`src/logic/mips_pkg.sv`:
```
package mips_pkg;

	////////////////////
	// Opcodes and function codes
	localparam logic [5:0] op_special = 6'h00;
	localparam logic [5:0] op_ori = 6'h0d;
	localparam logic [5:0] op_lw = 6'h23;
	localparam logic [5:0] op_sw = 6'h2b;
	localparam logic [5:0] op_beq = 6'h04;

	// R format selected by op_special
	localparam logic [5:0] fn_addu = 6'h21;
	localparam logic [5:0] fn_subu = 6'h23;

	////////////////////
	// Timing values
	// Use time is the stage that first needs the operand
	localparam logic [1:0] use_now = 2'd0;
	localparam logic [1:0] use_later = 2'd1;
	localparam logic [1:0] use_store = 2'd2;
	// Largest value so no new time can exceed it
	localparam logic [1:0] t_none = 2'd3;
	// New time as seen in execute and one less in memory
	localparam logic [1:0] new_alu_e = 2'd1;
	localparam logic [1:0] new_load_e = 2'd2;

	typedef enum logic [1:0] {
		alu_add = 2'd0,
		alu_sub = 2'd1,
		alu_or = 2'd2
	} alu_op_t;

	// Forwarding source per operand
	typedef enum logic [1:0] {
		fwd_own = 2'b00,
		fwd_mem = 2'b10,
		fwd_wb = 2'b11
	} fwd_sel_t;

	////////////////////
	// Instruction word in two views
	typedef struct packed {
		logic [5:0] op;
		logic [4:0] rs;
		logic [4:0] rt;
		logic [4:0] rd;
		logic [4:0] shamt;
		logic [5:0] funct;
	} r_fmt_t;

	typedef struct packed {
		logic [5:0] op;
		logic [4:0] rs;
		logic [4:0] rt;
		logic [15:0] imm16;
	} i_fmt_t;

	typedef union packed {
		r_fmt_t r;
		i_fmt_t i;
	} instr_u;

endpackage

```
`src/logic/data_ram.sv`:
```
`timescale 1ns/1ns
module data_ram (
	input logic clk,
	input logic [31:0] addr,
	input logic we,
	input logic [31:0] wd,
	output logic [31:0] rd
);
	logic [31:0] mem [0:63];
	logic [5:0] word;

	// Byte address in, word index out
	// Upper bits wrap onto the 64 words
	assign word = addr[7:2];

	// Write on the edge
	always_ff @(posedge clk) begin
		if (we)
			mem[word] <= wd;
	end

	// Combinational read
	assign rd = mem[word];

endmodule

```
`src/logic/exec_alu.sv`:
```
`timescale 1ns/1ns
module exec_alu (
	input mips_pkg::alu_op_t alu_op,
	input logic [31:0] a,
	input logic [31:0] b,
	output logic [31:0] y
);

	// Wraparound arithmetic with no overflow trap
	// Address generation for lw and sw uses the add path
	always_comb begin
		case (alu_op)
			mips_pkg::alu_add: begin
				y = a + b;
			end
			mips_pkg::alu_sub: begin
				y = a - b;
			end
			mips_pkg::alu_or: begin
				// ori operand comes in zero extended
				y = a | b;
			end
			default: begin
				// Unused code behaves as add
				y = a + b;
			end
		endcase
	end

endmodule

```
`src/logic/hazard_unit.sv`:
```
`timescale 1ns/1ns
module hazard_unit (
	input logic [4:0] d_rs,
	input logic [4:0] d_rt,
	input logic [1:0] t_use_rs,
	input logic [1:0] t_use_rt,
	input logic [4:0] e_wreg,
	input logic e_we,
	input logic [1:0] e_t_new,
	input logic [4:0] m_wreg,
	input logic m_we,
	input logic [1:0] m_t_new,
	input logic [4:0] w_wreg,
	input logic w_we,
	input logic [4:0] e_rs,
	input logic [4:0] e_rt,
	input logic [4:0] m_rt,
	output logic stall,
	output mips_pkg::fwd_sel_t d_rs_sel,
	output mips_pkg::fwd_sel_t d_rt_sel,
	output mips_pkg::fwd_sel_t e_rs_sel,
	output mips_pkg::fwd_sel_t e_rt_sel,
	output mips_pkg::fwd_sel_t m_rt_sel
);
	logic e_hit_rs;
	logic e_hit_rt;
	logic m_hit_rs;
	logic m_hit_rt;
	logic m_ready;

	// Nearest older producer wins and memory comes before writeback
	function automatic mips_pkg::fwd_sel_t pick(input logic [4:0] src, input logic mem_en,
		input logic [4:0] mem_dst, input logic wb_en, input logic [4:0] wb_dst);
		if (src == 5'd0)
			pick = mips_pkg::fwd_own;
		else if (mem_en && mem_dst == src)
			pick = mips_pkg::fwd_mem;
		else if (wb_en && wb_dst == src)
			pick = mips_pkg::fwd_wb;
		else
			pick = mips_pkg::fwd_own;
	endfunction

	////////////////////
	// Stall

	// Source in decode matches a pending write ahead of it
	assign e_hit_rs = e_we && (d_rs != 5'd0) && (e_wreg == d_rs);
	assign e_hit_rt = e_we && (d_rt != 5'd0) && (e_wreg == d_rt);
	assign m_hit_rs = m_we && (d_rs != 5'd0) && (m_wreg == d_rs);
	assign m_hit_rt = m_we && (d_rt != 5'd0) && (m_wreg == d_rt);

	// Hold decode while the result shows up later than it is needed
	assign stall = (e_hit_rs && (e_t_new > t_use_rs))
		|| (e_hit_rt && (e_t_new > t_use_rt))
		|| (m_hit_rs && (m_t_new > t_use_rs))
		|| (m_hit_rt && (m_t_new > t_use_rt));

	////////////////////
	// Forwarding

	// Memory stage value exists only for ALU results
	// A load still in memory is left to the stall
	assign m_ready = m_we && (m_t_new == 2'd0);

	// Decode operands also feed the beq compare
	assign d_rs_sel = pick(d_rs, m_ready, m_wreg, w_we, w_wreg);
	assign d_rt_sel = pick(d_rt, m_ready, m_wreg, w_we, w_wreg);

	// Execute operands
	assign e_rs_sel = pick(e_rs, m_ready, m_wreg, w_we, w_wreg);
	assign e_rt_sel = pick(e_rt, m_ready, m_wreg, w_we, w_wreg);

	// Store data has only writeback older than it
	assign m_rt_sel = pick(m_rt, 1'b0, m_wreg, w_we, w_wreg);

endmodule

```
`src/logic/instr_decode.sv`:
```
`timescale 1ns/1ns
module instr_decode (
	input logic [31:0] instr,
	output logic [4:0] rs,
	output logic [4:0] rt,
	output logic [4:0] wreg,
	output logic reg_we,
	output mips_pkg::alu_op_t alu_op,
	output logic [31:0] imm,
	output logic is_lw,
	output logic is_sw,
	output logic is_beq,
	output logic [1:0] t_use_rs,
	output logic [1:0] t_use_rt,
	output logic [1:0] t_new
);
	mips_pkg::instr_u iw;
	logic writes;

	assign iw = instr;

	// Source fields sit in the same place in both views
	assign rs = iw.i.rs;
	assign rt = iw.i.rt;

	always_comb begin
		// Defaults give a no-op that touches nothing
		wreg = 5'd0;
		writes = 1'b0;
		alu_op = mips_pkg::alu_add;
		imm = {{16{iw.i.imm16[15]}}, iw.i.imm16};
		is_lw = 1'b0;
		is_sw = 1'b0;
		is_beq = 1'b0;
		t_use_rs = mips_pkg::t_none;
		t_use_rt = mips_pkg::t_none;
		t_new = 2'd0;
		case (iw.r.op)
			mips_pkg::op_special: begin
				// Any funct other than addu and subu stays a no-op
				if (iw.r.funct == mips_pkg::fn_addu || iw.r.funct == mips_pkg::fn_subu) begin
					wreg = iw.r.rd;
					writes = 1'b1;
					if (iw.r.funct == mips_pkg::fn_subu)
						alu_op = mips_pkg::alu_sub;
					t_use_rs = mips_pkg::use_later;
					t_use_rt = mips_pkg::use_later;
					t_new = mips_pkg::new_alu_e;
				end
			end
			mips_pkg::op_ori: begin
				// Logical immediate is zero extended
				wreg = iw.i.rt;
				writes = 1'b1;
				alu_op = mips_pkg::alu_or;
				imm = {16'd0, iw.i.imm16};
				t_use_rs = mips_pkg::use_later;
				t_new = mips_pkg::new_alu_e;
			end
			mips_pkg::op_lw: begin
				wreg = iw.i.rt;
				writes = 1'b1;
				is_lw = 1'b1;
				t_use_rs = mips_pkg::use_later;
				t_new = mips_pkg::new_load_e;
			end
			mips_pkg::op_sw: begin
				// Store data is only needed at the memory stage
				is_sw = 1'b1;
				t_use_rs = mips_pkg::use_later;
				t_use_rt = mips_pkg::use_store;
			end
			mips_pkg::op_beq: begin
				// Compared in decode
				is_beq = 1'b1;
				t_use_rs = mips_pkg::use_now;
				t_use_rt = mips_pkg::use_now;
			end
			default: ;
		endcase
	end

	// r0 target is dropped here so nothing downstream sees it
	assign reg_we = writes && (wreg != 5'd0);

endmodule

```
`src/logic/pipe_core.sv`:
```
`timescale 1ns/1ns
module pipe_core (
	input logic clk,
	input logic reset,
	output logic [29:0] pc,
	input logic [31:0] instr,
	output logic wb_valid,
	output logic [4:0] wb_reg,
	output logic [31:0] wb_data
);
	// Decode stage
	logic d_valid, d_go, stall, taken;
	logic [31:0] d_instr, qa, qb, d_a, d_b;
	logic [29:0] d_pc;
	logic [4:0] dc_rs, dc_rt, dc_wreg;
	logic dc_we, dc_is_lw, dc_is_sw, dc_is_beq;
	mips_pkg::alu_op_t dc_alu_op;
	logic [31:0] dc_imm;
	logic [1:0] dc_use_rs, dc_use_rt, dc_new, d_use_rs, d_use_rt;
	mips_pkg::fwd_sel_t d_rs_sel, d_rt_sel, e_rs_sel, e_rt_sel, m_rt_sel;
	// Execute stage
	logic e_we, e_is_lw, e_is_sw, e_use_rt;
	logic [1:0] e_t_new;
	logic [4:0] e_rs, e_rt, e_wreg;
	mips_pkg::alu_op_t e_alu_op;
	logic [31:0] e_imm, e_a, e_b, e_a_f, e_b_f, e_y;
	// Memory and writeback stages
	logic m_we, m_is_lw, m_is_sw;
	logic [1:0] m_t_new;
	logic [4:0] m_rt, m_wreg, w_wreg;
	logic [31:0] m_alu, m_sd, m_sd_f, m_ld, w_data;
	logic w_we;

	function automatic logic [31:0] fwd_mux(input mips_pkg::fwd_sel_t sel,
		input logic [31:0] own, input logic [31:0] mem_val, input logic [31:0] wb_val);
		case (sel)
			mips_pkg::fwd_mem: fwd_mux = mem_val;
			mips_pkg::fwd_wb: fwd_mux = wb_val;
			default: fwd_mux = own;
		endcase
	endfunction

	////////////////////
	// Decode
	instr_decode u_dec (.instr(d_instr), .rs(dc_rs), .rt(dc_rt), .wreg(dc_wreg), .reg_we(dc_we),
		.alu_op(dc_alu_op), .imm(dc_imm), .is_lw(dc_is_lw), .is_sw(dc_is_sw),
		.is_beq(dc_is_beq), .t_use_rs(dc_use_rs), .t_use_rt(dc_use_rt), .t_new(dc_new));

	// Empty decode slot needs nothing
	assign d_use_rs = d_valid ? dc_use_rs : mips_pkg::t_none;
	assign d_use_rt = d_valid ? dc_use_rt : mips_pkg::t_none;
	assign d_go = d_valid && !stall;

	hazard_unit u_haz (.d_rs(dc_rs), .d_rt(dc_rt), .t_use_rs(d_use_rs), .t_use_rt(d_use_rt),
		.e_wreg(e_wreg), .e_we(e_we), .e_t_new(e_t_new), .m_wreg(m_wreg), .m_we(m_we),
		.m_t_new(m_t_new), .w_wreg(w_wreg), .w_we(w_we), .e_rs(e_rs), .e_rt(e_rt), .m_rt(m_rt),
		.stall(stall), .d_rs_sel(d_rs_sel), .d_rt_sel(d_rt_sel), .e_rs_sel(e_rs_sel),
		.e_rt_sel(e_rt_sel), .m_rt_sel(m_rt_sel));

	reg_file u_rf (.clk(clk), .reset(reset), .ra(dc_rs), .rb(dc_rt), .qa(qa), .qb(qb),
		.wa(w_wreg), .we(w_we), .wd(w_data));

	assign d_a = fwd_mux(d_rs_sel, qa, m_alu, w_data);
	assign d_b = fwd_mux(d_rt_sel, qb, m_alu, w_data);
	// Delay slot is in fetch now and the target is relative to it
	assign taken = d_valid && dc_is_beq && (d_a == d_b);

	////////////////////
	// Execute and memory
	assign e_a_f = fwd_mux(e_rs_sel, e_a, m_alu, w_data);
	assign e_b_f = fwd_mux(e_rt_sel, e_b, m_alu, w_data);
	exec_alu u_alu (.alu_op(e_alu_op), .a(e_a_f), .b(e_use_rt ? e_b_f : e_imm), .y(e_y));

	assign m_sd_f = fwd_mux(m_rt_sel, m_sd, m_alu, w_data);
	data_ram u_ram (.clk(clk), .addr(m_alu), .we(m_is_sw), .wd(m_sd_f), .rd(m_ld));

	// r0 writes never reach the retire port
	assign wb_valid = w_we;
	assign wb_reg = w_wreg;
	assign wb_data = w_data;

	////////////////////
	// Control registers
	// A stall sends a bubble into execute
	always_ff @(posedge clk) begin
		if (reset) begin
			pc <= 30'd0;
			d_valid <= 1'b0;
			{e_we, e_is_lw, e_is_sw, e_t_new} <= '0;
			{m_we, m_is_lw, m_is_sw, m_t_new} <= '0;
			w_we <= 1'b0;
		end else begin
			if (!stall) begin
				pc <= taken ? (d_pc + 30'd1 + dc_imm[29:0]) : (pc + 30'd1);
				d_valid <= 1'b1;
			end
			e_we <= d_go && dc_we;
			e_is_lw <= d_go && dc_is_lw;
			e_is_sw <= d_go && dc_is_sw;
			e_t_new <= d_go ? dc_new : 2'd0;
			m_we <= e_we;
			m_is_lw <= e_is_lw;
			m_is_sw <= e_is_sw;
			// One cycle closer to the result
			m_t_new <= (e_t_new == 2'd0) ? 2'd0 : e_t_new - 2'd1;
			w_we <= m_we;
		end
	end

	// Payload registers
	always_ff @(posedge clk) begin
		if (!stall) begin
			d_instr <= instr;
			d_pc <= pc;
		end
		{e_rs, e_rt, e_wreg, e_imm} <= {dc_rs, dc_rt, dc_wreg, dc_imm};
		e_alu_op <= dc_alu_op;
		// Only R format takes rt into the ALU
		e_use_rt <= (dc_use_rt == mips_pkg::use_later);
		e_a <= d_a;
		e_b <= d_b;
		{m_rt, m_wreg, m_alu, m_sd} <= {e_rt, e_wreg, e_y, e_b_f};
		w_wreg <= m_wreg;
		w_data <= m_is_lw ? m_ld : m_alu;
	end

endmodule

```
`src/logic/reg_file.sv`:
```
`timescale 1ns/1ns
module reg_file (
	input logic clk,
	input logic reset,
	input logic [4:0] ra,
	input logic [4:0] rb,
	output logic [31:0] qa,
	output logic [31:0] qb,
	input logic [4:0] wa,
	input logic we,
	input logic [31:0] wd
);
	logic [31:0] regs [0:31];
	logic wr_ok;

	// r0 is never written and stays at its reset zero
	assign wr_ok = we && (wa != 5'd0);

	always_ff @(posedge clk) begin
		if (reset) begin
			for (int i = 0; i < 32; i++)
				regs[i] <= 32'd0;
		end else if (wr_ok) begin
			regs[wa] <= wd;
		end
	end

	// Write-through
	// Same-cycle read sees the value being written
	assign qa = (wr_ok && wa == ra) ? wd : regs[ra];
	assign qb = (wr_ok && wa == rb) ? wd : regs[rb];

endmodule

```
`config.mk`:
```
export PLATFORM = sky130hd
export DESIGN_NAME = pipe_core
export DESIGN_NICKNAME = d
export VERILOG_FILES = /design/src/logic/mips_pkg.sv /design/src/logic/data_ram.sv /design/src/logic/exec_alu.sv /design/src/logic/hazard_unit.sv /design/src/logic/instr_decode.sv /design/src/logic/pipe_core.sv /design/src/logic/reg_file.sv
export SDC_FILE = /design/constraint.sdc
export NUM_CORES = 2
export LEC_CHECK = 0
export BUFFER_PORTS_ARGS = -buffer_cell sky130_fd_sc_hd__buf_2
export CAP_MARGIN = 20
export CORE_MARGIN = 2
export CORE_UTILIZATION = 45
export DETAILED_ROUTE_END_ITERATION = 7
export PLACE_DENSITY = 0.64
export SLEW_MARGIN = 25
export SYNTH_ARGS = -nofsm -noshare
export SYNTH_HDL_FRONTEND = slang
export SYNTH_SLANG_ARGS = --single-unit
```
`constraint.sdc`:
```
create_clock -name clk -period 19.3 [get_ports clk]
set_clock_uncertainty 0.2 [all_clocks]
set_input_delay 1.93 -clock clk [delete_from_list [all_inputs] [get_ports clk]]
set_output_delay 1.93 -clock clk [all_outputs]
set_load 0.03 [all_outputs]
```
After elaboration in Yosys (flattened, before gate mapping):

Memory sizes are Yosys's and may differ from the RTL's. A register that Yosys moved wholly into a read port is not among the register bits.
Cells that the tools add are included.

* add/subtract/negate cells: 6
* eq/ne operators: 31
* bitwise logic cells: 2
* reductions and logical operators: 54
* mux-type cells: 55
* order comparisons: 4

Operators with widths (number)
* one-hot mux 32 bit (2 select lines): 6
* two-way mux 32 bit: 5
* adder 30 x 1 -> 30 bit (second input constant): 2
* two-way mux 30 bit: 2
* equality test 5 bit: 11
* two-way mux 2 bit: 18
* adder 32 bit: 1
* equality test 32 bit: 1
* logical AND 1 bit: 32
* OR 32 bit: 1
* OR reduction 32 bit: 1
* subtractor 32 bit: 1
* adder 30 bit: 1
* logical NOT 5 bit: 5
* equality test 6 bit (second input constant): 4
* equality test 2 bit (second input constant): 11
* two-way mux 5 bit: 4
* nonzero test 5 bit: 4
* one-hot mux 2 bit (3 select lines): 3
* two-way mux 1 bit: 14
* one-hot mux 5 bit (2 select lines): 1
* greater-than comparator 2 bit: 4
* equality test 6 x 3 -> 1 bit (second input constant): 1
* equality test 6 x 4 -> 1 bit (second input constant): 1
* 11 further kinds: 18

* memory bits (writable): 3072
* input port bits: 34
* output and inout port bits: 68
* flip-flop bits (word level): 328
* memories kept: 2
* word-level logic and storage cells: 182

Memories
* u_ram.mem: words 64, bits a word 32, rd ports 1, clocked after memory_dff 1, wr ports 1, line data_ram.sv:9 `logic [31:0] mem [0:63];`
* u_rf.regs: words 32, bits a word 32, rd ports 2, clocked after memory_dff 2, wr ports 32, line reg_file.sv:13 `logic [31:0] regs [0:31];`

Depth between registers and ports, before layout:

* depth in word-level cells: 14
* gate-level depth with buffers: 28
* gate-level depth less buffers: 25

Modules after synthesis:

A second synthesis with hierarchy kept.

* cell total of the unflattened synthesis: 9750
* area, all modules: 151736.8 µm²

By module, submodules not included
* data_ram: cells each 4207, instances 1, seq. area each 61499.0 µm², area an instance 78287.6 µm²
* reg_file: cells each 3494, instances 1, seq. area each 30749.5 µm², area an instance 54461.0 µm²
* pipe_core: cells each 1431, instances 1, seq. area each 7206.9 µm², area an instance 14669.1 µm²
* exec_alu: cells each 403, instances 1, seq. area each 0.0 µm², area an instance 2713.9 µm²
* hazard_unit: cells each 135, instances 1, seq. area each 0.0 µm², area an instance 989.7 µm²
* instr_decode: cells each 80, instances 1, seq. area each 0.0 µm², area an instance 615.6 µm²

Least setup slack after synthesis:

No wires, ideal clock.

* path type: reg2reg
* start point: register w_wreg[2] (netlist: wb_reg[2])
* end point: register m_alu[31]
* data arrival time: 6.156 ns
* clock period less this slack: 6.419 ns
* path slack: 12.881 ns
* stages on the path, launching flop included: 28
* required time: 19.037 ns
* setup time: 0.063 ns
* path buffers: 3
* cells stage by stage: dfxtp_1 > buf_1 > xnor2_1 > nand4_1 > nor3_1 > nor2_1 > buf_2 > buf_2 > a21oi_1 > nand2_1 > o21ai_0 > ha_1 > o21ai_0 > nor4_1 > nor2_1 > xnor2_1 > ha_1 > a21o_1 > a31o_2 > a2bb2oi_1 > o211ai_1 > a221oi_1 > o211ai_1 > a41o_1 > nor4b_1 > a2bb2oi_1 > nor4_1 > nand3_1

* cells in the longest elaborated chain, start to end: 10
* elaborated cells on any way between the ends: 21
* those cells by class: add/sub: 2; eq/ne: 6; mux: 10; bitwise: 1; reduce/logical: 2

Ends and longest elaborated chain
* start: declaration: line pipe_core.sv:30 `logic [4:0] m_rt, m_wreg, w_wreg;`
* start signal: assignment: line pipe_core.sv:123 `w_wreg <= m_wreg;`
* equality test 5 bit: line hazard_unit.sv:38 `else if (wb_en && wb_dst == src)`
* logical AND 1 bit: line hazard_unit.sv:38
* two-way mux 2 bit: line hazard_unit.sv:38
* two-way mux 2 bit: line hazard_unit.sv:36 `else if (mem_en && mem_dst == src)`
* two-way mux 2 bit: line hazard_unit.sv:34 `if (src == 5'd0)`
* equality test 2 bit: line pipe_core.sv:36 `case (sel)`
* one-hot mux 32 bit (2 select lines): line pipe_core.sv:36
* two-way mux 32 bit: line pipe_core.sv:72 `exec_alu u_alu (.alu_op(e_alu_op), .a(e_a_f), .b(e_use_rt ? e_b_f : e_imm), .y(e_y));`
* adder 32 bit (tied with other cells): line exec_alu.sv:14, exec_alu.sv:25
* one-hot mux 32 bit (2 select lines) *: line exec_alu.sv:12 `case (alu_op)`
* net e_y[31]: line pipe_core.sv:26 `logic [31:0] e_imm, e_a, e_b, e_a_f, e_b_f, e_y;`
* end signal: assignment: line pipe_core.sv:122 `{m_rt, m_wreg, m_alu, m_sd} <= {e_rt, e_wreg, e_y, e_b_f};`
* end: declaration: line pipe_core.sv:31 `logic [31:0] m_alu, m_sd, m_sd_f, m_ld, w_data;`

The timed path passes the listed nets; every way through them passes the cells marked *.
A chain may end at the register's enable or synchronous reset.

Worst setup path after layout:

* start point: register m_t_new[1]
* end point: register m_alu[31]

* cells in the longest elaborated chain, start to end: 10
* elaborated cells on any way between the ends: 19
* those cells by class: add/sub: 2; eq/ne: 4; mux: 8; bitwise: 1; reduce/logical: 4

Ends and longest elaborated chain
* start: declaration: line pipe_core.sv:29 `logic [1:0] m_t_new;`
* start signal: assignment: line pipe_core.sv:105 `m_t_new <= (e_t_new == 2'd0) ? 2'd0 : e_t_new - 2'd1;`
* logical NOT 2 bit *: line hazard_unit.sv:64 `assign m_ready = m_we && (m_t_new == 2'd0);`
* logical AND 1 bit *: line hazard_unit.sv:64
* logical AND 1 bit: line hazard_unit.sv:36
* two-way mux 2 bit: line hazard_unit.sv:36
* two-way mux 2 bit: line hazard_unit.sv:34
* equality test 2 bit: line pipe_core.sv:36
* one-hot mux 32 bit (2 select lines): line pipe_core.sv:36
* two-way mux 32 bit: line pipe_core.sv:72
* adder 32 bit (tied with other cells): line exec_alu.sv:14, exec_alu.sv:25
* one-hot mux 32 bit (2 select lines) *: line exec_alu.sv:12
* net e_y[31]: line pipe_core.sv:26

Marks and branches as above.

==> impl_results.md <==
- Status: finished, final reports clean
- Die width: 573 µm
- Core area: 322000 µm²
- Slew HR: 18.1%
- Setup ws final: 11550 ps
- Synth Register Bits: 3397
- Total CTS buffers: 348
- Final Cycle Share: 40.1%
- Iter 0 DRT Violations: 14900
- Die H: 573 µm
- Clock slew at reported path FFs: 60 ps
- Final nets: 9501
- Buffers on Ports: 101
- Mapped cell area: 146000 µm²
- DR WL/cell: 36.9 µm
- Later-pin clock latency in the skew report: 940 ps
- Most common cell in the synthesized netlist: edfxtp_1
- Area grow syn2layout: 12.6%
- Worst setup path class: register to register
- Post-synth EDFFs: 3134
- Area share of the largest cell type after synthesis: 64.6%
- Max-cap viol count: 0
- Total Power: 18.9 mW
- GRT Total Usage: 30.6%
- CTS tree: done
- Minimum clock period: 7750 ps
- Fmax: 129 MHz
- Yosys Warn Count: 0
- Largest Register: u_ram.mem
- Adder-Cell Fraction of Synth Area: 0.680%
- Largest family of logic cells by synthesized area: compound AO/OA/AOI/OAI gates
- # DRC: 0
- Leakage Power: 54.6 nW
- Clock sink total: 3397
- GRT overflow: 0
- Max VDD drop: 0.0983 mV
- First-pass GRT wire length: 715000 µm
- Post-CTS Setup Bufs: 0
- Largest area contributor in the netlist: edfxtp_1
- Worst-case clock buffer depth: 4
- HPWL after DPL: 306000 µm
- Final Hold Fails: 0
- Initial Utilization: 45.3%
- Setup WS pre-CTS: 11630 ps
- RSZ-0062 raised after global routing: no
- Die area: 328000 µm²
- Via count: 94300
- Area of the multi-input gates: 44400 µm²
- Seq/Total Area, Yosys: 68.2%
- Worst Setup End Kind: register
- Vias in the first global route: 89900
- Number of library cell types mapped by synthesis: 97
- Post-Synth Simple-Gate Area: 7.79%
- Pwr dens: 115 nW/µm²
- Arr. time, crit path: 8380 ps
- Initial antenna violation count: 42
- Row cnt: 208
- Final Wtd Congestion: 0.972
- Max Slew Vio Count: 0
- First-pass iteration count of the detailed router: 8
- Total wire length: 517000 µm
- Synth area leaders: edfxtp_1, mux4_2, dfxtp_1
- Post-synthesis compound-gate area fraction: 10.4%
- Nature of the critical path startpoint: register
- Most used DFF post-synth: edfxtp_1
- Max FFs per register: 2048
- ANT nets after route: 0
- Setup violators final: 0
- Vias/cell: 6.73
- Syn_area_per_cell: 15.6 µm²
- Post-CTS Resized: 0
- Asr flop ratio synth: 0%
- Share of layout cells above drive strength 1: 18.0%
- I/O pin count: 102
- Critical path peak fanout: 26
- Post-synthesis mux area share: 9.50%
- Root Buffer: clkbuf_16
- HP Class: register to register
- Sequential cell area: 99400 µm²
- Least-Margin Pin Slew: 1190 ps
- Synth Instances: 9361
- Hold Slack: 192 ps
- Regs by FF count: u_ram.mem x2048, u_rf.regs x1024
- Largest net degree at the start of global routing: 125
- Hold_buf cts: 0
- Setup TNS Final: 0 ps
- Most frequent cells after synthesis: edfxtp_1, and2_1, a22oi_1
- H-tree depth: 5
- XOR/XNOR share of the synthesized area: 0.986%
- Filler cells: 26300
- CP required: 19940 ps
[final cells by class]
| cell class | instances | area share [%] |
|---|---|---|
| flip-flops and latches | 3397 | 60.6 |
| inverters | 77 | 0.178 |
| clock buffers | 443 | 5.72 |
| well taps | 4305 | 3.28 |
| repair buffers | 438 | 1.98 |
| diodes | 36 | 0.0549 |
| clock inverters | 183 | 1.11 |
| multi-input cells | 5127 | 27.1 |
[power breakdown]
| group | leakage [nW] | switching [mW] | internal, mW | total (mW) |
|---|---|---|---|---|
| sequential | 32.3 | 0.229 | 8.29 | 8.52 |
| clock | 5.49 | 2.87 | 3.88 | 6.75 |
| combinational | 16.9 | 2.66 | 0.961 | 3.63 |
| total | 54.6 | 5.76 | 13.1 | 18.9 |
[worst paths after layout]
kind | from | to | slack (ps) | cells past startpoint
max | m_t_new[1] | m_alu[31] | 11550 | 23
max reg2reg | m_t_new[1] | m_alu[31] | 11550 | 23
min reg2reg | d_instr[10] | e_imm[10] | 190 | 0
min | d_instr[10] | e_imm[10] | 190 | 0
[cells in the final DEF, fill, tap and decap left out, drive strengths merged, types with 19 or more instances in the layout]
cell type	n
nand3	79
clkinv	139
a31oi	271
nand2	254
conb	32
a21oi	155
nand2b	30
mux2	44
nor2b	43
or4	21
buf	438
bufinv	33
and3	38
diode	36
a221oi	258
dfxtp	263
ha	76
xnor2	93
mux4	517
inv	79
mux2i	168
a22o	252
clkbuf	443
o21a	27
a22oi	668
xor2	71
o22ai	50
edfxtp	3134
nor4	79
nor3	310
a21o	31
o21ai	145
a221o	19
and2	793
nor2	276
or3	21
nand4	62
[stage by stage]
step | util (%) | instance area (µm²) | instances
floorplan | - | 146000 | 9392
global placement | 47.4 | 153000 | 13300
detailed placement | 47.5 | 153000 | 13300
CTS | 50.9 | 164000 | 14000
global route | 51.0 | 164000 | 14000
finish | 51.0 | 164000 | 14000
[critical path, stage by stage, from the launching register on]
cell and delay (ps):
dfxtp_1 350, or3b_1 520, nor4_1 580, nand2_1 630
a32o_1 460, a21oi_1 210, nand2_1 80, o21ai_0 170
ha_1 280, o21ai_0 200, nor4_1 320, buf_4 200
a21oi_1 80, xnor2_1 180, ha_1 370, a2111oi_0 580
o211ai_1 330, a221oi_1 620, o211ai_1 270, a41o_1 380
nor4b_1 350, a2bb2oi_1 200, nor4_1 80, nand3_1 90
[metal layers]
metal	vias to the layer above	global-route usage (%)	share of wire, %
li1	37800	-	-
met1	48500	39.8	36
met2	6638	47.7	46
met3	1346	6.94	11
met4	18	16.9	6.6
met5	-	0	0.025
[cell families (layout without fill, tap and decap cells)]
family	Yosys count	in the layout
AOI/OAI and AO/OA	2049	2049
xor gates and xnor gates	164	164
adders and majority gates	78	78
buffers and inverters	868	1141
DFF	3397	3397
muxes	729	729
other	1	68
and+or+nand+nor	2075	2075
Power figures use the tool's default switching activity.
